[src/mips_pkg.sv]
package mips_pkg;

    // request from one bus master, held until waitrequest is low.
    typedef struct packed {
        logic [31:0] address;
        logic        read;
        logic        write;
        logic [31:0] writedata;
    } bus_req_t;

    typedef struct packed {
        logic        waitrequest; // high while the transfer is not yet done.
        logic [31:0] readdata;
    } bus_rsp_t;

    typedef struct packed {
        logic [5:0] opcode;
        logic [4:0] rs;
        logic [4:0] rt;
        logic [4:0] rd;
        logic [4:0] shamt;
        logic [5:0] funct;
    } r_type_t;

    typedef struct packed {
        logic [5:0]  opcode;
        logic [4:0]  rs;
        logic [4:0]  rt;
        logic [15:0] imm;
    } i_type_t;

    // one instruction word, seen either as R-type or as I-type.
    typedef union packed {
        r_type_t r_view;
        i_type_t i_view;
    } instr_t;

    typedef enum logic [2:0] {IDLE, FETCH, EXEC, MEM, WB, HALT} core_state_t;

    localparam logic [5:0] op_special = 6'h00;
    localparam logic [5:0] op_addiu   = 6'h09;
    localparam logic [5:0] op_lw      = 6'h23;
    localparam logic [5:0] op_sw      = 6'h2B;

    localparam logic [5:0] fn_sllv = 6'h04;
    localparam logic [5:0] fn_srlv = 6'h06;
    localparam logic [5:0] fn_srav = 6'h07;
    localparam logic [5:0] fn_jr   = 6'h08;
    localparam logic [5:0] fn_addu = 6'h21;
    localparam logic [5:0] fn_subu = 6'h23;

endpackage

[src/load_store_unit.sv]
`timescale 1ns/100ps

module load_store_unit import mips_pkg::*; (
    input  logic        clk,
    input  logic        arst_n,
    input  logic        mem_start,
    input  logic        mem_write,
    input  logic [31:0] mem_addr,
    input  logic [31:0] store_data,
    output logic        mem_done,
    output logic [31:0] load_data,
    output bus_req_t    bus_req,
    input  bus_rsp_t    bus_rsp
);

    logic        busy;
    logic        done_q;
    logic        write_q;
    logic [31:0] addr_q;
    logic [31:0] data_q;
    logic [31:0] load_q;

    always_ff @(posedge clk or negedge arst_n) begin
        if (!arst_n) begin
            busy   <= 1'b0;
            done_q <= 1'b0;
        end else begin
            done_q <= 1'b0;
            if (mem_start) begin
                busy <= 1'b1;
            end else if (busy && !bus_rsp.waitrequest) begin
                busy   <= 1'b0;
                done_q <= 1'b1;
            end
        end
    end

    always_ff @(posedge clk) begin
        if (mem_start) begin
            write_q <= mem_write;
            addr_q  <= mem_addr;
            data_q  <= store_data;
        end
        if (done_q && !write_q) load_q <= bus_rsp.readdata; // keep the word for WB.
    end

    assign mem_done  = done_q;
    assign load_data = done_q ? bus_rsp.readdata : load_q;

    always_comb begin
        bus_req.address   = addr_q;
        bus_req.read      = busy && !write_q;
        bus_req.write     = busy && write_q;
        bus_req.writedata = data_q;
    end

endmodule

[config.mk]
export PLATFORM = sky130hd
export DESIGN_NAME = load_store_unit
export DESIGN_NICKNAME = d
export VERILOG_FILES = /design/src/mips_pkg.sv /design/src/load_store_unit.sv
export SDC_FILE = /design/constraint.sdc
export NUM_CORES = 1
export LEC_CHECK = 0
export ABC_AREA = 0
export BUFFER_PORTS_ARGS = -buffer_cell sky130_fd_sc_hd__buf_2
export CORE_ASPECT_RATIO = 1.5
export CORE_MARGIN = 3
export CORE_UTILIZATION = 44
export CTS_CLUSTER_SIZE = 16
export DETAILED_ROUTE_END_ITERATION = 16
export PLACE_DENSITY = 0.79
export SYNTH_ARGS = -nofsm -noshare
export SYNTH_HDL_FRONTEND = slang
export SYNTH_SLANG_ARGS = --single-unit
[constraint.sdc]
create_clock -name clk -period 3.2 [get_ports clk]
set_clock_uncertainty 0.05 [all_clocks]
set_input_delay 0 -clock clk [delete_from_list [all_inputs] [get_ports clk]]
set_output_delay 0 -clock clk [all_outputs]
set_load 0.01 [all_outputs]
==> results.toml <==
[min_path]
hold_path_class = "in2reg"

[power]
powerDensity_nw_per_um2 = 503
vdd_drop_max_v = 0.000434
fin_total_pwr_uw = 2980
leakage_uw = 0.00253

[detailed_routing]
via_per_inst = 4.60
vias = 2557
drc = 0
dr.pass1.iters = 4
drtAntennaViolNets = 0
wirelength_um = 9920
wl_per_cell_um = 17.8
drt_iter0_drc = 99

[sta]
drv_slew = 0
final-setup-viol-count = 0
fmax_mhz = 555
worst_slack_ps = 1400
hold_viol = 0
tns_ps = 0
period_share_pct = 56.3
slew_headroom_pct = 33.4
period_needed_ps = 1800
rsz0062_at_grt = "no"
tightest_slew_ps = 999

[clocking]
cts.path.max_buffers = 2
cts.reportedPaths.clkPinSlew_ps = 70
post_cts_buffers = 0
clkSinkCount = 99
ctsHoldBuffers = 100
cts_tree = "built"
cts_buffers = 9
clk_latency_ps = 320
cts_resized = 0
clockRootBuffer = "clkbuf_16"
h-tree-depth = 3

[floorplan]
die_w_um = 79.2
initial_core_util_pct = 45.9
coreArea_um2 = 7710
dieArea_um2 = 9170
rows = 39
io_pins = 200
die_h_um = 116

[placed_design]
portBuffers = 199
dp_slack_ps = 1380
gp_congestion = 0.750
dp_hpwl_um = 6180

[flow_run]
drv_cap = 0

[global_routing]
grt_pass1_wl_um = 15200
grt_max_degree = 49
grt-ovfl-total = 0
grt_antenna_before_repair = 0
grt_util_all_layers_pct = 22.3
grt_pass1_vias = 2826

[logic_synthesis]
netlist_area_um2 = 3540
ys_types = 10
netlist_top_cells_area = "edfxtp_1 82%, mux2_4 12%, buf_12 1.7%"
syn_avg_cell_area_um2 = 25.3
ys_seq_elements = 99
synth_top_area_cell = "edfxtp_1"
ys_seq_area_share_pct = 83.8
syn_nets = 241
yosysWarningCount = 0
synth_cells = 140
synth_top_area_share_pct = 82.3

[finish]
drive_above_1_share_pct = 55.3
mostFrequentLayoutCell = "buf_2"
mostFrequentLayoutCells = "199 x buf_2, 100 x dlygate4sd3_1, 97 x edfxtp_1, 29 x mux2_4, 9 x clkbuf_16"
nNetsFinal = 550
antennaDiodeCount = 0
syn2layout_area_growth_pct = 67.1

[setup_path]
worstPathArrival_ps = 1740
crit_type = "reg2reg"
critical_path_peak_fanout = 34
required_ps = 3140
critPathCaptureType = "flop"
crit_path_start_kind = "flop"

[run_status]
outcome = "completed"
## sequential cells by signal, summed over array words and instances, names as in the netlist
signal and flops:
data_q 32, busy 1, mem_done 1, addr_q 32, load_q 32, write_q 1
## worst paths after layout
check / from / end / slack (ps) / cells past startpoint
max: mem_done / load_q[16] / 1400 / 3
min: store_data[17] / data_q[17] / 330 / 2
max reg2reg: mem_done / load_q[16] / 1400 / 3
min reg2reg: busy / busy / 480 / 1
max in group asynchronous: arst_n / mem_done / 2480 / 3
min in group asynchronous: arst_n / busy / 480 / 3
## through the flow
| stage | cells | util (%) | area (um2) | hold slack, ps |
|---|---|---|---|---|
| detailed placement | 440 | 59.9 | 4620 | -255 |
| global placement | 440 | 59.9 | 4620 | -258 |
| CTS | 556 | 76.7 | 5910 | 310 |
| global route | 556 | 76.7 | 5910 | 321 |
| finish | 556 | 76.7 | 5910 | 325 |
| floorplan | 140 | - | 3540 | -346 |
## synth_stat cells
library cell and count:
edfxtp_1 97, buf_12 3, nor3b_1 1, mux2_2 3, mux2_4 29, nor2b_1 2
dfrtp_1 2, a21o_1 1, and2_1 1, buf_6 1
## report_power, final
group	internal (uW)	switching, uW	total, uW
clock network	601	445	1050
logic	219	172	391
registers	1510	24.4	1540
total	2330	642	2980
## metal layers
layer  GRT usage, %  wire length (um)
met1           27.8              3900
met2           35.5              4680
met3           9.64              1190
met4           7.11               153
met5              0                 0
## worst max-delay path, stage by stage (launching register included)
cell and delay [ps]:
dfrtp_2 340, buf_4 460, nor2b_2 240, buf_4 370
## logic make-up after synthesis
group	synth area share, %
mux	13.3
buf+inv	2.02
flops	83.8
compound gates	0.212
simple gates	0.743
## area by class of cell
type                       instances  area (um2)
clock inverter                     7        68.8
sequential                        99        2960
timing repair buffer             302        2020
tap                              102         128
fill                             434        1800
clock buffer                       9         225
multi-input combinational         37         505
Power figures use the tool's default switching activity.
