[src/mips_pkg.sv]
package mips_pkg;

    // request from one bus master, held until waitrequest is low.
    typedef struct packed {
        logic [31:0] address;
        logic        read;
        logic        write;
        logic [31:0] writedata;
    } bus_req_t;

    typedef struct packed {
        logic        waitrequest; // high while the transfer is not yet done.
        logic [31:0] readdata;
    } bus_rsp_t;

    typedef struct packed {
        logic [5:0] opcode;
        logic [4:0] rs;
        logic [4:0] rt;
        logic [4:0] rd;
        logic [4:0] shamt;
        logic [5:0] funct;
    } r_type_t;

    typedef struct packed {
        logic [5:0]  opcode;
        logic [4:0]  rs;
        logic [4:0]  rt;
        logic [15:0] imm;
    } i_type_t;

    // one instruction word, seen either as R-type or as I-type.
    typedef union packed {
        r_type_t r_view;
        i_type_t i_view;
    } instr_t;

    typedef enum logic [2:0] {IDLE, FETCH, EXEC, MEM, WB, HALT} core_state_t;

    localparam logic [5:0] op_special = 6'h00;
    localparam logic [5:0] op_addiu   = 6'h09;
    localparam logic [5:0] op_lw      = 6'h23;
    localparam logic [5:0] op_sw      = 6'h2B;

    localparam logic [5:0] fn_sllv = 6'h04;
    localparam logic [5:0] fn_srlv = 6'h06;
    localparam logic [5:0] fn_srav = 6'h07;
    localparam logic [5:0] fn_jr   = 6'h08;
    localparam logic [5:0] fn_addu = 6'h21;
    localparam logic [5:0] fn_subu = 6'h23;

endpackage

[src/instr_fetch.sv]
`timescale 1ns/100ps

module instr_fetch import mips_pkg::*; #(
    parameter logic [31:0] RESET_PC = 32'd4
) (
    input  logic        clk,
    input  logic        arst_n,
    input  logic        start_fetch,
    input  logic        pc_load,
    input  logic [31:0] new_pc,
    output logic        fetch_done,
    output instr_t      instr,
    output logic [31:0] pc,
    output bus_req_t    bus_req,
    input  bus_rsp_t    bus_rsp
);

    logic   busy;
    logic   done_q;
    instr_t instr_q;

    always_ff @(posedge clk or negedge arst_n) begin
        if (!arst_n) begin
            busy   <= 1'b0;
            done_q <= 1'b0;
            pc     <= RESET_PC;
        end else begin
            done_q <= 1'b0;
            if (start_fetch) begin
                busy <= 1'b1;
            end else if (busy && !bus_rsp.waitrequest) begin
                busy   <= 1'b0;
                done_q <= 1'b1;
                pc     <= pc + 32'd4;
            end
            if (pc_load) pc <= new_pc; // a jump target replaces the sequential pc.
        end
    end

    // the RAM registers readdata on completion, so it is valid while done_q is high.
    always_ff @(posedge clk) begin
        if (done_q) instr_q <= instr_t'(bus_rsp.readdata);
    end

    assign fetch_done = done_q;
    assign instr      = done_q ? instr_t'(bus_rsp.readdata) : instr_q;

    always_comb begin
        bus_req.address   = pc;
        bus_req.read      = busy;
        bus_req.write     = 1'b0;
        bus_req.writedata = '0;
    end

endmodule

[config.mk]
export PLATFORM = sky130hd
export DESIGN_NAME = instr_fetch
export DESIGN_NICKNAME = d
export VERILOG_FILES = /design/src/mips_pkg.sv /design/src/instr_fetch.sv
export SDC_FILE = /design/constraint.sdc
export NUM_CORES = 1
export LEC_CHECK = 0
export ABC_CLOCK_PERIOD_IN_PS = 4800
export BUFFER_PORTS_ARGS = -buffer_cell sky130_fd_sc_hd__buf_2
export CAP_MARGIN = 20
export CORE_UTILIZATION = 32
export CTS_CLUSTER_SIZE = 14
export DETAILED_ROUTE_END_ITERATION = 8
export PLACE_DENSITY = 0.73
export SLEW_MARGIN = 25
export SYNTH_ARGS = -nofsm -noshare
export SYNTH_HDL_FRONTEND = slang
export SYNTH_SLANG_ARGS = --single-unit
[constraint.sdc]
create_clock -name clk -period 4.8 [get_ports clk]
set_input_delay 0.96 -clock clk [delete_from_list [all_inputs] [get_ports clk]]
set_output_delay 0.96 -clock clk [all_outputs]
set_load 0.02 [all_outputs]
==> flow_summary.json <==
{
  "gp_congestion": 0.733,
  "synth_edf_count": 0,
  "fmax_ghz": 0.368,
  "cts.path.max_buffers": 2,
  "async_flop_share": 0.515,
  "cts.clk_slew.worst_paths_ns": 0.08,
  "drc": 0,
  "hold_path_end": "instr_q[7]$_DFF_P_",
  "synthFlopType": "dfrtp_1",
  "drive_above_1_share": 0.466,
  "synth_top_area_frac": 0.245,
  "synth_xor_area_frac": 0.0259,
  "dp.final_hpwl_um": 6150,
  "slew_viol_final": 0,
  "clkSinkCount": 66,
  "grt_pass1_wl_um": 13000,
  "synth_common_cells": "buf_4, mux2_2, dfrtp_1",
  "synth.largest_area_cell": "dfrtp_1",
  "dieArea_um2": 11000,
  "synth_top_family_by_area": "buffers and inverters",
  "place_inst": 592,
  "leakagePower_nw": 1.92,
  "final_cell_count_no_fill": 608,
  "rows": 37,
  "first_pass_iters": 4,
  "finalWorstSetupSlack_ns": 2.08,
  "postPlaceCellArea_um2": 3940,
  "synth_most_common_cell": "buf_4",
  "nFillCells": 1057,
  "setup_viol": 0,
  "ir_drop_v": 0.000179,
  "wire_per_inst_um": 13.6,
  "grtUsageMet2": 0.256,
  "status": "finished clean",
  "post_cts_buffers": 0,
  "ys_seq_area_frac": 0.442,
  "pre_cts_slack_ns": 1.84,
  "worstSkewPairLatency_ns": 0.34,
  "cts_tree": "yes",
  "grt_pass1_vias": 2639,
  "hold_viol": 0,
  "synth_adder_area_share": 0.00371,
  "drt_iter0_drc": 182,
  "num-nets-final": 537,
  "switchingPower_w": 0.000559,
  "timing.slew.headroom": 0.405,
  "holdBufCountCts": 0,
  "via_per_inst": 4.71,
  "setup_tns_ns": 0,
  "cap_violations": 0,
  "power_frac_clock": 0.291,
  "grt-busiest-layer": "met2",
  "rsz0062_at_grt": "false",
  "syn-cell-area_um2": 3380,
  "crit_required_ns": 3.84,
  "hold_depth": 1,
  "core_area_um2": 10300,
  "antenna_left": 0,
  "cp-start-kind": "flop",
  "total_power_w": 0.00157,
  "timing.rr.end": "pc[22]$_DFFE_PN0P_",
  "met1_usage": 0.179,
  "syn_avg_cell_area_um2": 9.90,
  "die_x_um": 105,
  "final_area_um2": 4130,
  "start_util": 0.328,
  "synth_simple_gate_area_share": 0.146,
  "r2r_slack_ns": 2.22,
  "syn_to_final_growth_pct": 22.4,
  "reg2reg_depth": 5,
  "synth-compound-area-share": 0.0890,
  "min_from": "instr_q[7]$_DFF_P_",
  "worst_slew_pin_slew_ns": 0.886,
  "cts_resized": 0,
  "dieHeight_um": 105,
  "path_class": "reg -> out",
  "p_seq_frac": 0.439,
  "layout_min_cycle_time_ns": 2.72,
  "power.internal_w": 0.00102,
  "root_buffer": "clkbuf_8",
  "synth_top_cells_by_area": "dfrtp_1, dfxtp_1, buf_4",
  "yosys.cell_types.count": 37,
  "synthCells": 341,
  "fin_crit_sh": 0.566,
  "grt_use_total": 0.151,
  "htreeDepth": 3,
  "cp.arrival_ns": 1.76,
  "grt-ovfl-total": 0,
  "fin_skew_ns": 0.0125,
  "portBuffers": 166,
  "p_per_area_nw_per_um2": 381,
  "ys_ff_latch": 66,
  "rr_startpoint": "pc[2]$_DFFE_PN1P_",
  "hold_path.class": "reg -> reg",
  "sw_frac_of_total": 0.355,
  "num_vias": 2861,
  "grt_max_degree": 36,
  "pwr-share-comb": 0.270,
  "totalWireLength_um": 8260,
  "path_max_fanout": 33,
  "muxShareOfSynthArea": 0.116,
  "cts_buffers": 9,
  "yosysWarningCount": 0,
  "cp-end-kind": "output pin",
  "antenna_found_initial": 0,
  "diodes": 0,
  "num_io_pins": 200,
  "grtUsageMet3": 0.0399
}
registers in the layout, summed over array words and instances, names as in the netlist:
name        flops
instr_q        32
pc             32
busy            1
fetch_done      1
kinds of logic after synthesis:
group,after synthesis
muxes,35
and+or+nand+nor,90
xor gates and xnor gates,10
AOI/OAI and AO/OA,47
other,1
buffers and inverters,91
adders and majority gates,1
DFF,66
worst max path at each step:
stage / startpoint / to / slack (ns) / cells after the start
floorplan: bus_rsp[32] / pc[23]$_DFFE_PN0P_ / 2.11 / 5
global placement: bus_rsp[32] / pc[31]$_DFFE_PN0P_ / 1.88 / 5
detailed placement: bus_rsp[32] / pc[31]$_DFFE_PN0P_ / 1.84 / 5
CTS: fetch_done$_DFF_PN0_ / instr[21] / 2.06 / 2
global route: fetch_done$_DFF_PN0_ / instr[16] / 1.99 / 2
finish: fetch_done$_DFF_PN0_ / instr[21] / 2.08 / 2
cells in the final DEF (no fill, tap or decap), drive strengths merged, types with 3 or more instances in the layout:
master  count
inv         9
conb       33
o21ai      13
buf       166
nand2      22
nand3      11
dfxtp      32
or3         3
nor2       16
dfrtp      33
xnor2       6
o31ai      14
or4        20
xor2        4
clkinv      5
o211ai      3
a31oi      16
nand4       6
mux2       34
clkbuf     10
power by group through the flow:
stage	clock (W)	combinational (W)	sequential (W)
floorplan	0	0.000307	0.000715
global placement	0	0.000420	0.000698
detailed placement	0	0.000428	0.000704
CTS	0.000475	0.000429	0.000692
global route	0.000505	0.000456	0.000704
finish	0.000458	0.000425	0.000691
critical path, stage by stage, from the launching register on:
cell and delay, ns:
dfrtp_2 0.81, mux2_2 0.42, buf_2 0.16
per-layer routing:
layer,routed length (um),vias to the layer above
li1,-,1366
met1,3570,1365
met2,4110,117
met3,408,13
met4,165,0
met5,0,-
per-stage QoR:
| step | hold slack (ns) | utilization |
|---|---|---|
| floorplan | 0.486 | - |
| global placement | 0.453 | 0.383 |
| detailed placement | 0.460 | 0.383 |
| CTS | 0.477 | 0.402 |
| global route | 0.493 | 0.402 |
| finish | 0.473 | 0.402 |
area by class of cell:
| class | count | area (um^2) | area share |
|---|---|---|---|
| multi-input cells | 216 | 1410 | 0.342 |
| well taps | 136 | 170 | 0.0412 |
| inverters | 8 | 30.0 | 0.00727 |
| flip-flops and latches | 66 | 1490 | 0.362 |
| clock buffers | 10 | 149 | 0.0360 |
| repair buffers | 166 | 831 | 0.201 |
| clock inverters | 6 | 46.3 | 0.0112 |
Note: power is estimated with default switching activity, not from simulation.
