===== config.mk =====
export PLATFORM = sky130hd
export DESIGN_NAME = mips_core
export DESIGN_NICKNAME = d
export VERILOG_FILES = /design/src/mips_pkg.sv /design/src/mips_core.sv
export SDC_FILE = /design/constraint.sdc
export NUM_CORES = 2
export LEC_CHECK = 0
export BUFFER_PORTS_ARGS = -buffer_cell sky130_fd_sc_hd__buf_2
export CORE_ASPECT_RATIO = 0.9
export CORE_UTILIZATION = 25
export CTS_CLUSTER_SIZE = 8
export DETAILED_ROUTE_END_ITERATION = 10
export PLACE_DENSITY = 0.38
export SYNTH_ARGS = -nofsm -noshare
export SYNTH_HDL_FRONTEND = slang
export SYNTH_SLANG_ARGS = --single-unit

===== constraint.sdc =====
create_clock -name clk -period 9.95 [get_ports clk]
set_input_delay 1.4925 -clock clk [delete_from_list [all_inputs] [get_ports clk]]
set_output_delay 1.4925 -clock clk [all_outputs]
set_load 0.02 [all_outputs]

===== src/mips_pkg.sv =====
package mips_pkg;

    // request from one bus master, held until waitrequest is low.
    typedef struct packed {
        logic [31:0] address;
        logic        read;
        logic        write;
        logic [31:0] writedata;
    } bus_req_t;

    typedef struct packed {
        logic        waitrequest; // high while the transfer is not yet done.
        logic [31:0] readdata;
    } bus_rsp_t;

    typedef struct packed {
        logic [5:0] opcode;
        logic [4:0] rs;
        logic [4:0] rt;
        logic [4:0] rd;
        logic [4:0] shamt;
        logic [5:0] funct;
    } r_type_t;

    typedef struct packed {
        logic [5:0]  opcode;
        logic [4:0]  rs;
        logic [4:0]  rt;
        logic [15:0] imm;
    } i_type_t;

    // one instruction word, seen either as R-type or as I-type.
    typedef union packed {
        r_type_t r_view;
        i_type_t i_view;
    } instr_t;

    typedef enum logic [2:0] {IDLE, FETCH, EXEC, MEM, WB, HALT} core_state_t;

    localparam logic [5:0] op_special = 6'h00;
    localparam logic [5:0] op_addiu   = 6'h09;
    localparam logic [5:0] op_lw      = 6'h23;
    localparam logic [5:0] op_sw      = 6'h2B;

    localparam logic [5:0] fn_sllv = 6'h04;
    localparam logic [5:0] fn_srlv = 6'h06;
    localparam logic [5:0] fn_srav = 6'h07;
    localparam logic [5:0] fn_jr   = 6'h08;
    localparam logic [5:0] fn_addu = 6'h21;
    localparam logic [5:0] fn_subu = 6'h23;

endpackage


===== src/mips_core.sv =====
`timescale 1ns/100ps

module mips_core import mips_pkg::*; (
    input  logic        clk,
    input  logic        arst_n,
    input  logic        run,
    output logic        active,
    output logic [31:0] register_v0,
    output logic        start_fetch,
    input  logic        fetch_done,
    input  instr_t      instr,
    output logic        pc_load,
    output logic [31:0] new_pc,
    output logic        mem_start,
    output logic        mem_write,
    output logic [31:0] mem_addr,
    output logic [31:0] store_data,
    input  logic        mem_done,
    input  logic [31:0] load_data
);

    core_state_t state_q;
    logic [31:0] regs [32];
    logic [31:0] rs_val;
    logic [31:0] rt_val;
    logic [31:0] imm_sext;
    logic [31:0] alu_res;
    logic [4:0]  dest;
    logic        wb_en;
    logic        is_mem;
    logic        is_store;
    logic        is_jr;
    logic [31:0] result_q;
    logic [4:0]  dest_q;
    logic        wb_en_q;
    logic        load_q;

    // register 0 reads as zero whatever the array holds.
    assign rs_val   = (instr.r_view.rs == 5'd0) ? 32'd0 : regs[instr.r_view.rs];
    assign rt_val   = (instr.r_view.rt == 5'd0) ? 32'd0 : regs[instr.r_view.rt];
    assign imm_sext = {{16{instr.i_view.imm[15]}}, instr.i_view.imm};

    always_comb begin
        alu_res  = rs_val + imm_sext; // also the load/store address.
        dest     = instr.i_view.rt;
        wb_en    = 1'b0;
        is_mem   = 1'b0;
        is_store = 1'b0;
        is_jr    = 1'b0;
        case (instr.r_view.opcode)
            op_addiu: wb_en = 1'b1;
            op_lw: begin
                wb_en  = 1'b1;
                is_mem = 1'b1;
            end
            op_sw: begin
                is_mem   = 1'b1;
                is_store = 1'b1;
            end
            op_special: begin
                dest  = instr.r_view.rd;
                wb_en = 1'b1;
                case (instr.r_view.funct)
                    fn_addu: alu_res = rs_val + rt_val;
                    fn_subu: alu_res = rs_val - rt_val;
                    fn_sllv: alu_res = rt_val << rs_val[4:0];
                    fn_srlv: alu_res = rt_val >> rs_val[4:0];
                    fn_srav: alu_res = $signed(rt_val) >>> rs_val[4:0];
                    fn_jr: begin
                        wb_en = 1'b0;
                        is_jr = 1'b1;
                    end
                    default: wb_en = 1'b0;
                endcase
            end
            default: ; // anything else passes through as a no-op.
        endcase
    end

    always_ff @(posedge clk or negedge arst_n) begin
        if (!arst_n) begin
            state_q     <= IDLE;
            start_fetch <= 1'b0;
            pc_load     <= 1'b0;
            mem_start   <= 1'b0;
        end else begin
            start_fetch <= 1'b0;
            pc_load     <= 1'b0;
            mem_start   <= 1'b0;
            case (state_q)
                IDLE: if (run) begin
                    state_q     <= FETCH;
                    start_fetch <= 1'b1;
                end
                FETCH: if (fetch_done) state_q <= EXEC;
                EXEC: begin
                    if (is_jr && rs_val == 32'd0) begin
                        state_q <= HALT; // a jump to zero ends the program.
                    end else if (is_mem) begin
                        state_q   <= MEM;
                        mem_start <= 1'b1;
                    end else begin
                        state_q <= WB;
                        pc_load <= is_jr;
                    end
                end
                MEM: if (mem_done) state_q <= WB;
                WB: begin
                    state_q     <= FETCH;
                    start_fetch <= 1'b1;
                end
                HALT: state_q <= HALT;
                default: state_q <= IDLE;
            endcase
        end
    end

    // operands and results captured in EXEC for the later stages.
    always_ff @(posedge clk) begin
        if (state_q == EXEC) begin
            result_q   <= alu_res;
            dest_q     <= dest;
            wb_en_q    <= wb_en;
            load_q     <= is_mem && !is_store;
            new_pc     <= rs_val;
            mem_write  <= is_store;
            mem_addr   <= alu_res;
            store_data <= rt_val;
        end
    end

    always_ff @(posedge clk) begin
        if (state_q == WB && wb_en_q && dest_q != 5'd0) begin
            regs[dest_q] <= load_q ? load_data : result_q;
        end
    end

    assign active      = (state_q != IDLE) && (state_q != HALT);
    assign register_v0 = regs[2];

endmodule


==> flow_summary.json <==
{
  "grt_pass1_vias": 38600,
  "path_common_cell": "a21oi_1",
  "p_per_area_nw_per_um2": 178,
  "cp-end-kind": "register",
  "cts_hold_buf": 0,
  "ir_drop_uv": 148,
  "stdcell_count": 7080,
  "dp_hpwl_mm": 161,
  "skew_ns": 0.0528,
  "clkTransAtPathRegs_ns": 0.05,
  "crit_path_max_fanout": 15,
  "drc": 0,
  "seq_power_share_pct": 42.2,
  "yosys.area_share.adder_pct": 1.35,
  "synth_compound_area_share_pct": 6.25,
  "rsz0062_at_grt": "no",
  "place_ws_ns": 0.863,
  "comb_power_share_pct": 16.6,
  "synth.avg_cell_area_um2": 16.7,
  "ys_seq_elements": 1134,
  "p_leak_uw": 0.0226,
  "drv_cap": 0,
  "wl_mm": 249,
  "die-area_um2": 241000,
  "cts_setup_buffers": 0,
  "synth-xor-area-share_pct": 1.17,
  "post-route-period-util_pct": 83.2,
  "synth-simple-area-share_pct": 4.85,
  "p_clk_share_pct": 41.2,
  "portBuffers": 201,
  "critPathBufInv": 2,
  "clk_latency_ns": 0.82,
  "io_pins": 202,
  "swShare_pct": 28.1,
  "report.final.slew_viol_count": 0,
  "cts_resized": 0,
  "startpoint_type": "input pin",
  "synthTopCellsByCount": "edfxtp_1 (1128), mux4_2 (555), nor2_1 (222)",
  "syn_area_um2": 59600,
  "floorplan.initialDensity_pct": 25.2,
  "slew_headroom_pct": 7.41,
  "nNetsFinal": 4011,
  "min_path_type": "in2async",
  "ys.flop_type": "edfxtp_1",
  "yosys.area.top_type": "edfxtp_1",
  "synth.area.top_cells": "edfxtp_1 (57%), mux4_2 (21%), mux2i_1 (3.6%)",
  "synth_top_family_by_area": "multiplexers",
  "outcome": "finished, final reports clean",
  "die_height_um": 465,
  "fillers": 23500,
  "drt_iter0_drc": 4366,
  "hold_viol_final": 0,
  "grt_pass1_wl_mm": 339,
  "cp_top_family": "simple AND/OR/NAND/NOR gates",
  "place.gp.congestion": 0.945,
  "cts_buffer_depth": 3,
  "required_ns": 10.43,
  "critical_path_class": "in2reg",
  "postRouteAntennaNets": 0,
  "row_count": 169,
  "internal-power_uw": 8880,
  "yosysSeqAreaShare_pct": 57.0,
  "period_needed_ns": 8.28,
  "design_area_um2": 69400,
  "h-tree-depth": 4,
  "vias": 38300,
  "setup_violations": 0,
  "ys_warn_count": 0,
  "drive_gt1_share_pct": 31.4,
  "wl_per_cell_um": 35.2,
  "overflow": 0,
  "async_flop_share_pct": 0.529,
  "critPathSlowestCell": "nor2_2",
  "dp.cells": 6878,
  "viasPerCell": 5.40,
  "synth_mux_area_share_pct": 26.6,
  "synth.top_cell.area_share_pct": 56.8,
  "cts.sinks": 1134,
  "cts-root-buf": "clkbuf_16",
  "netSwitchingPower_uw": 3470,
  "synth.distinct_cells": 102,
  "placed_area_um2": 64900,
  "worst_pin_slew_ns": 1.35,
  "timing.critical_path.cells": "buf_2 > inv_2 > nor2_2 > a211oi_1 > nand2_1 > nand4_1 > nor4_4 > nand2_2 > nor3_1 > a21oi_1 > xnor2_1 > ha_1 > a21o_1 > o32ai_1 > a21oi_1 > a41o_1 > nand3_1 > o21ai_0 > xor2_1 > a221oi_1 > a21oi_1",
  "setup_tns_ns": 0,
  "grt_usage_pct": 20.5,
  "area_growth_pct": 16.3,
  "antenna_found_initial": 19,
  "worst_hold_slack_ns": 0.507,
  "critPathMaxStageDelay_ns": 0.96,
  "yosysMostFrequentCell": "edfxtp_1",
  "drt_pre_antenna_iters": 6,
  "cts_tree": "built",
  "cp.arrival_ns": 8.76,
  "design.core.area_um2": 236000,
  "grt_max_degree": 82,
  "synth-edff-count": 1128,
  "timing.final.ws_setup_ns": 1.67,
  "dieWidth_um": 517,
  "cts_buffers": 162,
  "synthCells": 3572,
  "clock.fmax_mhz": 121
}
worst reg2reg max path: stages (launching register included):
cell	delay, ns
edfxtp_1	0.38
mux4_2	0.25
o22ai_1	0.09
a211oi_1	0.75
nand2_1	0.65
inv_1	0.56
nor2_1	0.12
a21oi_1	0.19
xnor2_1	0.10
ha_1	0.37
and3_1	0.26
nand2_1	0.07
a21oi_1	0.14
o21ai_0	0.20
a21oi_1	0.55
a41o_1	0.31
nand3_1	0.18
o21ai_0	0.45
xor2_1	0.18
a221oi_1	0.47
a21oi_1	0.11
state kept, by name, indices dropped and copies added (netlist names):
name / flops
dest_q: 5
regs: 1024
wb_en_q: 1
pc_load: 1
result_q: 32
mem_start: 1
new_pc: 32
state_q: 3
start_fetch: 1
mem_write: 1
store_data: 32
load_q: 1
worst paths after layout:
check,to,depth (start not counted),startpoint,slack (ns)
max reg2reg,result_q[28],20,regs[2][5],3.27
max,result_q[28],21,instr[19],1.67
min in group clk,state_q[1],1,state_q[2],0.61
min,start_fetch,1,arst_n,0.51
min reg2reg,state_q[1],1,state_q[2],0.61
max in group asynchronous,pc_load,1,arst_n,9.29
layer usage:
metal / part of all wire (%) / track usage [%] / wire (um)
met1: 47 / 30.3 / 117000
met2: 43 / 30.2 / 108000
met3: 7.4 / 4.35 / 18400
met4: 2.6 / 5.40 / 6540
met5: 0.013 / 0 / 33
stage by stage:
| step | util, % | total power (uW) |
|---|---|---|
| after floorplan | - | 6580 |
| after global placement | 27.5 | 7350 |
| final | 29.3 | 12400 |
| after CTS | 29.3 | 12400 |
| after detailed placement | 27.5 | 7320 |
| after global routing | 29.3 | 12700 |
power groups by stage:
stage               clock network, uW  logic (uW)  registers [uW]
CTS                              5210        2020            5220
global route                     5370        2160            5210
floorplan                           0        1270            5310
global placement                    0        2040            5310
detailed placement                  0        2010            5310
finish                           5090        2050            5220
final cells by class:
cell class / count / area (um^2) / share of cell area [%]
Antenna cell: 6 / 15.0 / 0.0216
Clock buffer: 179 / 4150 / 5.98
Clock inverter: 17 / 269 / 0.388
Inverter: 60 / 229 / 0.330
Multi-Input combinational cell: 2169 / 24400 / 35.2
Sequential cell: 1134 / 34000 / 49.0
Tap cell: 3163 / 3960 / 5.70
Timing Repair Buffer: 352 / 2320 / 3.34
cells by family (layout without fill, tap and decap cells):
kind of cell / Yosys count / after routing
AO/OA/AOI/OAI: 544 / 544
XOR/XNOR: 80 / 80
adder cells (fa/ha/maj): 63 / 63
buffers and inverters: 300 / 608
flip-flops: 1134 / 1134
multiplexers: 848 / 848
other: 1 / 38
AND/OR/NAND/NOR: 602 / 602
placed cells by master, fill, tap and decap left out, types with 61 or more instances in the layout:
cell type / Yosys / routed
ha_1: 61 / 61
mux2i_1: 213 / 213
mux4_2: 555 / 555
nor2_1: 222 / 186
o21ai_0: 73 / 73
nand2_1: 146 / 146
buf_4: 29 / 143
buf_2: 79 / 194
edfxtp_1: 1128 / 1128
clkbuf_16: 0 / 163
a21oi_1: 123 / 123
No activity file was read; power rests on OpenSTA's default activity.
