## src/mips_pkg.sv

```systemverilog
package mips_pkg;

    // request from one bus master, held until waitrequest is low.
    typedef struct packed {
        logic [31:0] address;
        logic        read;
        logic        write;
        logic [31:0] writedata;
    } bus_req_t;

    typedef struct packed {
        logic        waitrequest; // high while the transfer is not yet done.
        logic [31:0] readdata;
    } bus_rsp_t;

    typedef struct packed {
        logic [5:0] opcode;
        logic [4:0] rs;
        logic [4:0] rt;
        logic [4:0] rd;
        logic [4:0] shamt;
        logic [5:0] funct;
    } r_type_t;

    typedef struct packed {
        logic [5:0]  opcode;
        logic [4:0]  rs;
        logic [4:0]  rt;
        logic [15:0] imm;
    } i_type_t;

    // one instruction word, seen either as R-type or as I-type.
    typedef union packed {
        r_type_t r_view;
        i_type_t i_view;
    } instr_t;

    typedef enum logic [2:0] {IDLE, FETCH, EXEC, MEM, WB, HALT} core_state_t;

    localparam logic [5:0] op_special = 6'h00;
    localparam logic [5:0] op_addiu   = 6'h09;
    localparam logic [5:0] op_lw      = 6'h23;
    localparam logic [5:0] op_sw      = 6'h2B;

    localparam logic [5:0] fn_sllv = 6'h04;
    localparam logic [5:0] fn_srlv = 6'h06;
    localparam logic [5:0] fn_srav = 6'h07;
    localparam logic [5:0] fn_jr   = 6'h08;
    localparam logic [5:0] fn_addu = 6'h21;
    localparam logic [5:0] fn_subu = 6'h23;

endpackage

```

## src/bus_arbiter.sv

```systemverilog
`timescale 1ns/100ps

module bus_arbiter import mips_pkg::*; (
    input  logic     clk,
    input  logic     arst_n,
    input  bus_req_t lsu_req,
    output bus_rsp_t lsu_rsp,
    input  bus_req_t ifu_req,
    output bus_rsp_t ifu_rsp,
    output bus_req_t mem_req,
    input  bus_rsp_t mem_rsp
);

    logic lsu_strobe;
    logic ifu_strobe;
    logic mem_strobe;
    logic grant_ifu;
    logic locked;
    logic owner_ifu_q;

    assign lsu_strobe = lsu_req.read | lsu_req.write;
    assign ifu_strobe = ifu_req.read | ifu_req.write;
    assign mem_strobe = mem_req.read | mem_req.write;

    // load/store wins a tie; a transfer in progress keeps its owner.
    assign grant_ifu = locked ? owner_ifu_q : (!lsu_strobe && ifu_strobe);

    always_comb begin
        mem_req             = grant_ifu ? ifu_req : lsu_req;
        lsu_rsp.readdata    = mem_rsp.readdata;
        ifu_rsp.readdata    = mem_rsp.readdata;
        lsu_rsp.waitrequest = grant_ifu ? 1'b1 : mem_rsp.waitrequest;
        ifu_rsp.waitrequest = grant_ifu ? mem_rsp.waitrequest : 1'b1;
    end

    // the lock is taken while the RAM stalls and dropped on the completing edge.
    always_ff @(posedge clk or negedge arst_n) begin
        if (!arst_n) begin
            locked      <= 1'b0;
            owner_ifu_q <= 1'b0;
        end else if (mem_strobe && mem_rsp.waitrequest) begin
            locked      <= 1'b1;
            owner_ifu_q <= grant_ifu;
        end else begin
            locked <= 1'b0;
        end
    end

endmodule

```

## config.mk

```make
export PLATFORM = sky130hd
export DESIGN_NAME = bus_arbiter
export DESIGN_NICKNAME = d
export VERILOG_FILES = /design/src/mips_pkg.sv /design/src/bus_arbiter.sv
export SDC_FILE = /design/constraint.sdc
export NUM_CORES = 1
export LEC_CHECK = 0
export ABC_AREA = 1
export BUFFER_PORTS_ARGS = -buffer_cell sky130_fd_sc_hd__buf_2
export CORE_AREA = 2 2 115 117
export DETAILED_ROUTE_END_ITERATION = 16
export DIE_AREA = 0 0 117 119
export MAX_ROUTING_LAYER = met4
export PLACE_DENSITY = 0.47
export SYNTH_ARGS = -nofsm -noshare
export SYNTH_HDL_FRONTEND = slang
export SYNTH_SLANG_ARGS = --single-unit
```

## constraint.sdc

```tcl
create_clock -name clk -period 1.53 [get_ports clk]
set_clock_uncertainty 0.1 [all_clocks]
set_input_delay 0.2295 -clock clk [delete_from_list [all_inputs] [get_ports clk]]
set_output_delay 0.2295 -clock clk [all_outputs]
set_load 0.03 [all_outputs]
```

==> results of run 1 <==
## cell type report
type	count	area, um^2	area share, %
multi-input combinational	213	1030	31.3
timing repair buffer	232	1870	56.8
tap	176	220	6.70
inverter	9	46.3	1.41
sequential	2	50.0	1.52
clock buffer	3	75.1	2.28
## layer usage
layer | track usage, % | wire length [um]
met5 | - | 0
met4 | 3.01 | 119
met3 | 1.68 | 557
met2 | 15.3 | 4180
met1 | 6.71 | 2860
## through the flow
| stage | area [um^2] | hold slack, ns |
|---|---|---|
| global placement | 2270 | -0.0792 |
| CTS | 2670 | 0.162 |
| finish | 3290 | 0.149 |
| floorplan | 1510 | -0.166 |
| global route | 3290 | 0.169 |
| detailed placement | 2270 | -0.0758 |
## cell usage after synthesis
library cell,number,share of area [%]
sky130_fd_sc_hd__buf_4,68,34
sky130_fd_sc_hd__nor2_2,1,0.41
sky130_fd_sc_hd__inv_1,8,2.0
sky130_fd_sc_hd__nand2_2,1,0.41
sky130_fd_sc_hd__dfrtp_1,2,3.3
sky130_fd_sc_hd__inv_2,1,0.25
sky130_fd_sc_hd__buf_2,3,0.99
sky130_fd_sc_hd__buf_6,7,5.2
sky130_fd_sc_hd__nand3_1,3,0.99
sky130_fd_sc_hd__or2_2,1,0.41
sky130_fd_sc_hd__nand2_1,205,51
sky130_fd_sc_hd__nand3b_1,1,0.50
sky130_fd_sc_hd__nand3_2,1,0.66
## placed cells by master, fill, tap and decap left out
master,instances
sky130_fd_sc_hd__nand2_1,151
sky130_fd_sc_hd__buf_2,134
sky130_fd_sc_hd__buf_6,60
sky130_fd_sc_hd__nand2_2,46
sky130_fd_sc_hd__buf_4,21
sky130_fd_sc_hd__clkbuf_16,10
sky130_fd_sc_hd__nand2_4,8
sky130_fd_sc_hd__inv_1,6
sky130_fd_sc_hd__buf_12,6
sky130_fd_sc_hd__inv_2,2
sky130_fd_sc_hd__nand3_2,2
sky130_fd_sc_hd__buf_8,2
sky130_fd_sc_hd__dfrtp_1,2
sky130_fd_sc_hd__nor2_2,1
sky130_fd_sc_hd__nand3_4,1
sky130_fd_sc_hd__nand2_8,1
sky130_fd_sc_hd__inv_12,1
sky130_fd_sc_hd__nand3b_1,1
sky130_fd_sc_hd__or2_4,1
sky130_fd_sc_hd__nand3_1,1
sky130_fd_sc_hd__buf_16,1
sky130_fd_sc_hd__dlygate4sd3_1,1
## state kept, by name, summed over array words and instances (netlist names)
name         count
locked           1
owner_ifu_q      1
## how the worst min path moves through the flow
stage           startpoint  endpoint  depth (start not counted)
2_1_floorplan       arst_n    locked                          0
5_1_grt        mem_rsp[32]    locked                          3
6_report       mem_rsp[32]    locked                          3
4_1_cts        mem_rsp[32]    locked                          3
3_5_place_dp        arst_n    locked                          1
3_3_place_gp        arst_n    locked                          1
## critical path, cell delays in order (launching register included)
cell                        delay (ns)
sky130_fd_sc_hd__dfrtp_1          0.39
sky130_fd_sc_hd__inv_2            0.09
sky130_fd_sc_hd__nand3_4          0.09
sky130_fd_sc_hd__nand2_8          0.14
sky130_fd_sc_hd__buf_12           0.14
sky130_fd_sc_hd__clkbuf_16        0.15
sky130_fd_sc_hd__nand2_1          0.05
sky130_fd_sc_hd__nand2_1          0.07
sky130_fd_sc_hd__buf_6            0.13
## power groups by stage
| stage | Clock [uW] | Combinational, uW | Sequential, uW |
|---|---|---|---|
| after floorplan | 0 | 1260 | 65.2 |
| after global placement | 0 | 1460 | 65.9 |
| after detailed placement | 0 | 1440 | 66.0 |
| after CTS | 400 | 1720 | 66.1 |
| after global routing | 405 | 2330 | 68.2 |
| final | 393 | 2190 | 67.2 |
## kinds of logic (layout without fill, tap and decap cells)
group                  Yosys count  after routing
buffers and inverters           87            244
and+or+nand+nor                213            213
DFF                              2              2
## repair_timing
item                       4_1_cts  5_1_grt
hold buffers                     1        0
hold endpoints to repair         2        0
gates resized for setup         97      111
setup endpoints to repair       68       70
cloned                           1       11
pin swaps                        4       33
setup buffers                    5        4
==> results.yml, run 1 <==
layout:
  syn2layout_area_growth_pct: 118
  insertedDiodeCount: 0
  postLayoutCoreUtil_pct: 25.5
  number_of_fill_cells: 1454
  num-nets-final: 628
  finish.cell_count_without_fillers: 635
  layout-drive-gt1-share_pct: 64.7
clocking:
  h_tree_depth: 1
  cts.root.buffer_cell: "sky130_fd_sc_hd__clkbuf_16"
  clock_latency_ns: 0.22
  clock_path_buffers: 2
  clkTransAtPathRegs_ns: 0.03
  tritoncts: "done"
  cts.sinks: 2
  cts_buffers: 3
setup_path:
  crit_fanout: 8
  rr_endpoint: "owner_ifu_q"
  start_kind: "flop"
  worstPathRequired_ns: 1.20
  r2r_slack_ns: -0.16
  timing.critical_path.to: "mem_req[64]"
  worstSetupPathType: "flop to output port"
  worstRegToRegCells: 12
  worstReg2RegStart: "locked"
  arrival_ns: 1.47
  crit_start: "locked"
  crit_path_end_kind: "output port"
pwr:
  internal-power_uw: 1390
  ir_worst_vdd_v: 0.000398
  power.net_switching_uw: 1260
  combinationalPowerShare_pct: 82.6
  power.density_cell_area_nw_per_um2: 806
  totalPowerFinal_uw: 2650
  sw_frac_of_total_pct: 47.6
  power.leakage_uw: 0.00196
  pwr-share-seq_pct: 2.5
  power.share.clock_pct: 14.9
sta:
  setup_viols_final: 70
  setup_ws_ns: -0.268
  unrepaired_setup_endpoints_after_global_routing: "yes"
  report.final.hold_viol_count: 0
  clock.fmax_ghz: 0.556
  tns_ns: -16.09
  slew_viol_final: 0
  period_share_pct: 118
  max_slew.worst_pin.slew_ns: 0.156
  fin_crit_ns: 1.80
  relative_slew_margins_pct: 89.6
place:
  gp_congestion: 0.730
  hpwlAfterDp_um: 4480
  io_buffer_count: 202
  place_worst_setup_slack_ns: -0.104
  placedCellCount: 613
synth:
  synth-compound-area-share_pct: 0
  fraction_of_synthesized_cell_area_in_xor_and_xnor_cells_pct: 0
  post_synth_instance_area_um2: 1510
  yosysSeqAreaShare_pct: 3.32
  post_synth_fa_ha_maj_area_fraction_pct: 0
  ys.warnings.count: 0
  syn-num-nets: 469
  synthesis.area_per_instance_um2: 5.00
  synth.area.mux_share_pct: 0
  synth-seq-cells: 2
  number_of_different_library_cells_in_the_post_synthesis_netlist: 13
  largest_family_of_logic_cells_by_synthesized_area: "simple AND/OR/NAND/NOR gates"
  synthCells: 302
  post_synth_and_or_nand_nor_area_fraction_pct: 54.4
global_routing:
  grtUsageTotal_pct: 7.65
  pin_count_of_the_biggest_net_entering_global_routing: 36
  initial_antenna_violation_count: 0
  wire_length_of_the_first_global_routing_pass_um: 8400
  via_count_of_the_first_global_routing_pass: 1966
  global_route.overflow_total: 0
floorplanning:
  fp.dieW_um: 117
  die_area_um2: 13900
  ioPinCount: 299
  num_rows: 42
  fp.coreArea_um2: 12900
  dieHeight_um: 119
  floorplan.initialDensity_pct: 11.7
detailed_routing:
  vias: 2301
  post-route-drc-count: 0
  detail_route.wl_per_cell_um: 12.2
  detail_route.vias_per_cell: 3.62
  initialDrtViolationCount: 50
  finalWirelength_um: 7720
  detail-route-antenna-nets: 0
  detailedRoute.firstPassIterationCount: 4
outcome:
  violated_checks: "setup timing"
  outcome: "finished, violations left"
flow_run:
  max_cap_viol_count: 0
min_path:
  hold_path.class: "primary input to flop"
Note: power is estimated with default switching activity, not from simulation.
==> inputs of run 2 (changes only) <==
--- a/config.mk
+++ b/config.mk
@@ -7,11 +7,11 @@
 export LEC_CHECK = 0
 export ABC_AREA = 1
 export BUFFER_PORTS_ARGS = -buffer_cell sky130_fd_sc_hd__buf_2
-export CORE_AREA = 2 2 115 117
+export CORE_AREA = 2 2 118 120
 export DETAILED_ROUTE_END_ITERATION = 16
-export DIE_AREA = 0 0 117 119
+export DIE_AREA = 0 0 120 122
 export MAX_ROUTING_LAYER = met4
-export PLACE_DENSITY = 0.47
+export PLACE_DENSITY = 0.46
 export SYNTH_ARGS = -nofsm -noshare
 export SYNTH_HDL_FRONTEND = slang
 export SYNTH_SLANG_ARGS = --single-unit
==> constraint.sdc (replaced) <==
create_clock -name clk -period 2.3 [get_ports clk]
set_clock_uncertainty 0.1 [all_clocks]
set_input_delay 0.345 -clock clk [delete_from_list [all_inputs] [get_ports clk]]
set_output_delay 0.345 -clock clk [all_outputs]
set_load 0.03 [all_outputs]
==> run 2 against run 1 <==
  * The run now ends clean
  * Sequential cell count unchanged
  * Final area shrank 31%
  * Die area grew 5.1%
  * Worst setup slack better by 0.51 ns
  * Register-to-register slack better by 0.88 ns
  * Global-route usage down 0.90 points
  * Via count fell by 12%
  * Sequential share of layout area is 0.68 points higher
  * Largest power group unchanged
==> results.yml, run 2 (synthesis results as in run 1) <==
setup_path:
  start_kind: "flop"
  worstSetupPathType: "flop to output port"
  arrival_ns: 1.61
  crit_fanout: 65
  crit_path_end_kind: "output port"
  worstPathRequired_ns: 1.86
detailed_routing:
  detail_route.vias_per_cell: 3.31
  detail_route.wl_per_cell_um: 9.10
  finalWirelength_um: 5580
  detailedRoute.firstPassIterationCount: 4
  detail-route-antenna-nets: 0
  post-route-drc-count: 0
  initialDrtViolationCount: 40
  vias: 2027
outcome:
  outcome: "finished, final reports clean"
pwr:
  totalPowerFinal_uw: 1230
  ir_worst_vdd_v: 0.000343
  power.leakage_uw: 0.00154
  power.density_cell_area_nw_per_um2: 541
floorplanning:
  die_area_um2: 14600
  fp.dieW_um: 120
  floorplan.initialDensity_pct: 11.2
  fp.coreArea_um2: 13500
  dieHeight_um: 122
  num_rows: 43
  ioPinCount: 299
layout:
  num-nets-final: 602
  multi_input_area_um2: 821
  layout-drive-gt1-share_pct: 49.2
  number_of_fill_cells: 1582
  insertedDiodeCount: 0
  postLayoutCoreUtil_pct: 16.8
  layout_commonest_cell: "sky130_fd_sc_hd__nand2_1"
  seqCellArea_um2: 50.0
  final_cell_mix: "205 x sky130_fd_sc_hd__nand2_1, 202 x sky130_fd_sc_hd__buf_2, 8 x sky130_fd_sc_hd__inv_1"
  syn2layout_area_growth_pct: 50.7
  reg.largest.list: "locked (1), owner_ifu_q (1)"
global_routing:
  wire_length_of_the_first_global_routing_pass_um: 7860
  pin_count_of_the_biggest_net_entering_global_routing: 66
  via_count_of_the_first_global_routing_pass: 1749
  grtUsageTotal_pct: 6.75
  global_route.overflow_total: 0
  initial_antenna_violation_count: 0
sta:
  clock.fmax_ghz: 0.486
  report.final.hold_viol_count: 0
  relative_slew_margins_pct: 81.1
  max_slew.worst_pin.slew_ns: 0.284
  setup_viols_final: 0
  tns_ns: 0
  fin_crit_ns: 2.06
  period_share_pct: 89.5
  unrepaired_setup_endpoints_after_global_routing: "no"
  slew_viol_final: 0
place:
  gp_congestion: 0.734
  io_buffer_count: 202
  hpwlAfterDp_um: 4510
clocking:
  h_tree_depth: 1
  clock_path_buffers: 2
  cts.sinks: 2
  clock_latency_ns: 0.22
  tritoncts: "done"
  postCtsResizedCells: 0
  cts_buffers: 3
  clkTransAtPathRegs_ns: 0.03
  post_cts.repair.setup_buffers: 0
  cts.root.buffer_cell: "sky130_fd_sc_hd__clkbuf_16"
flow_run:
  max_cap_viol_count: 0
min_path:
  hold_path.class: "primary input to flop"
-- run 2: routing by layer --
metal  part of all wire (%)  global-route usage [%]  vias to the layer above
met2                     52                    12.8                      112
li1                       -                       -                     1086
met1                     36                    6.62                      803
met3                    9.2                    1.17                       26
met5                      0                       -                        -
met4                    2.8                    3.38                        0
-- run 2: report_power, final --
| group | total [uW] | switching [uW] | internal (uW) | leakage, uW |
|---|---|---|---|---|
| Clock | 269 | 46.8 | 222 | 0.0000370 |
| Combinational | 917 | 626 | 291 | 0.00148 |
| Sequential | 44.6 | 3.96 | 40.7 | 0.0000254 |
-- run 2: worst max-delay path: stages (launching register included) --
cell                      delay (ns)
sky130_fd_sc_hd__dfrtp_1        0.37
sky130_fd_sc_hd__inv_1          0.10
sky130_fd_sc_hd__nand3_2        0.11
sky130_fd_sc_hd__nand2_2        0.13
sky130_fd_sc_hd__buf_12         0.28
sky130_fd_sc_hd__nand2_1        0.12
sky130_fd_sc_hd__nand2_1        0.08
sky130_fd_sc_hd__buf_2          0.19
-- run 2: per-stage QoR --
stage                     hold slack [ns]  instances  worst slack [ns]  area, um^2
after detailed placement           0.0326        609             0.313        2190
after CTS                           0.266        613             0.217        2270
after global placement             0.0355        609             0.304        2190
after floorplan                   -0.0506        302             0.651        1510
final                               0.266        613             0.242        2270
after global routing                0.301        613            0.0743        2270
-- run 2: what timing repair did --
| action | 4_1_cts | 5_1_grt |
|---|---|---|
| setup endpoints to repair | 0 | 0 |
| hold endpoints to repair | 2 | 0 |
| hold buffers | 1 | 0 |
-- run 2: area by class of cell --
type	instances	share of cell area, %
sequential	2	2.20
inverter	9	1.49
multi-input combinational	213	36.1
timing repair buffer	206	47.0
clock buffer	3	3.30
tap	180	9.91
-- run 2: path summary, 6_finish.rpt --
path	start	end	slack (ns)	cells after the start
min reg2reg	owner_ifu_q	owner_ifu_q	0.41	2
max in group asynchronous	arst_n	locked	1.66	2
min in group asynchronous	arst_n	owner_ifu_q	0.34	2
max reg2reg	locked	owner_ifu_q	0.72	10
min	mem_rsp[32]	locked	0.27	3
max	locked	mem_req[24]	0.24	7
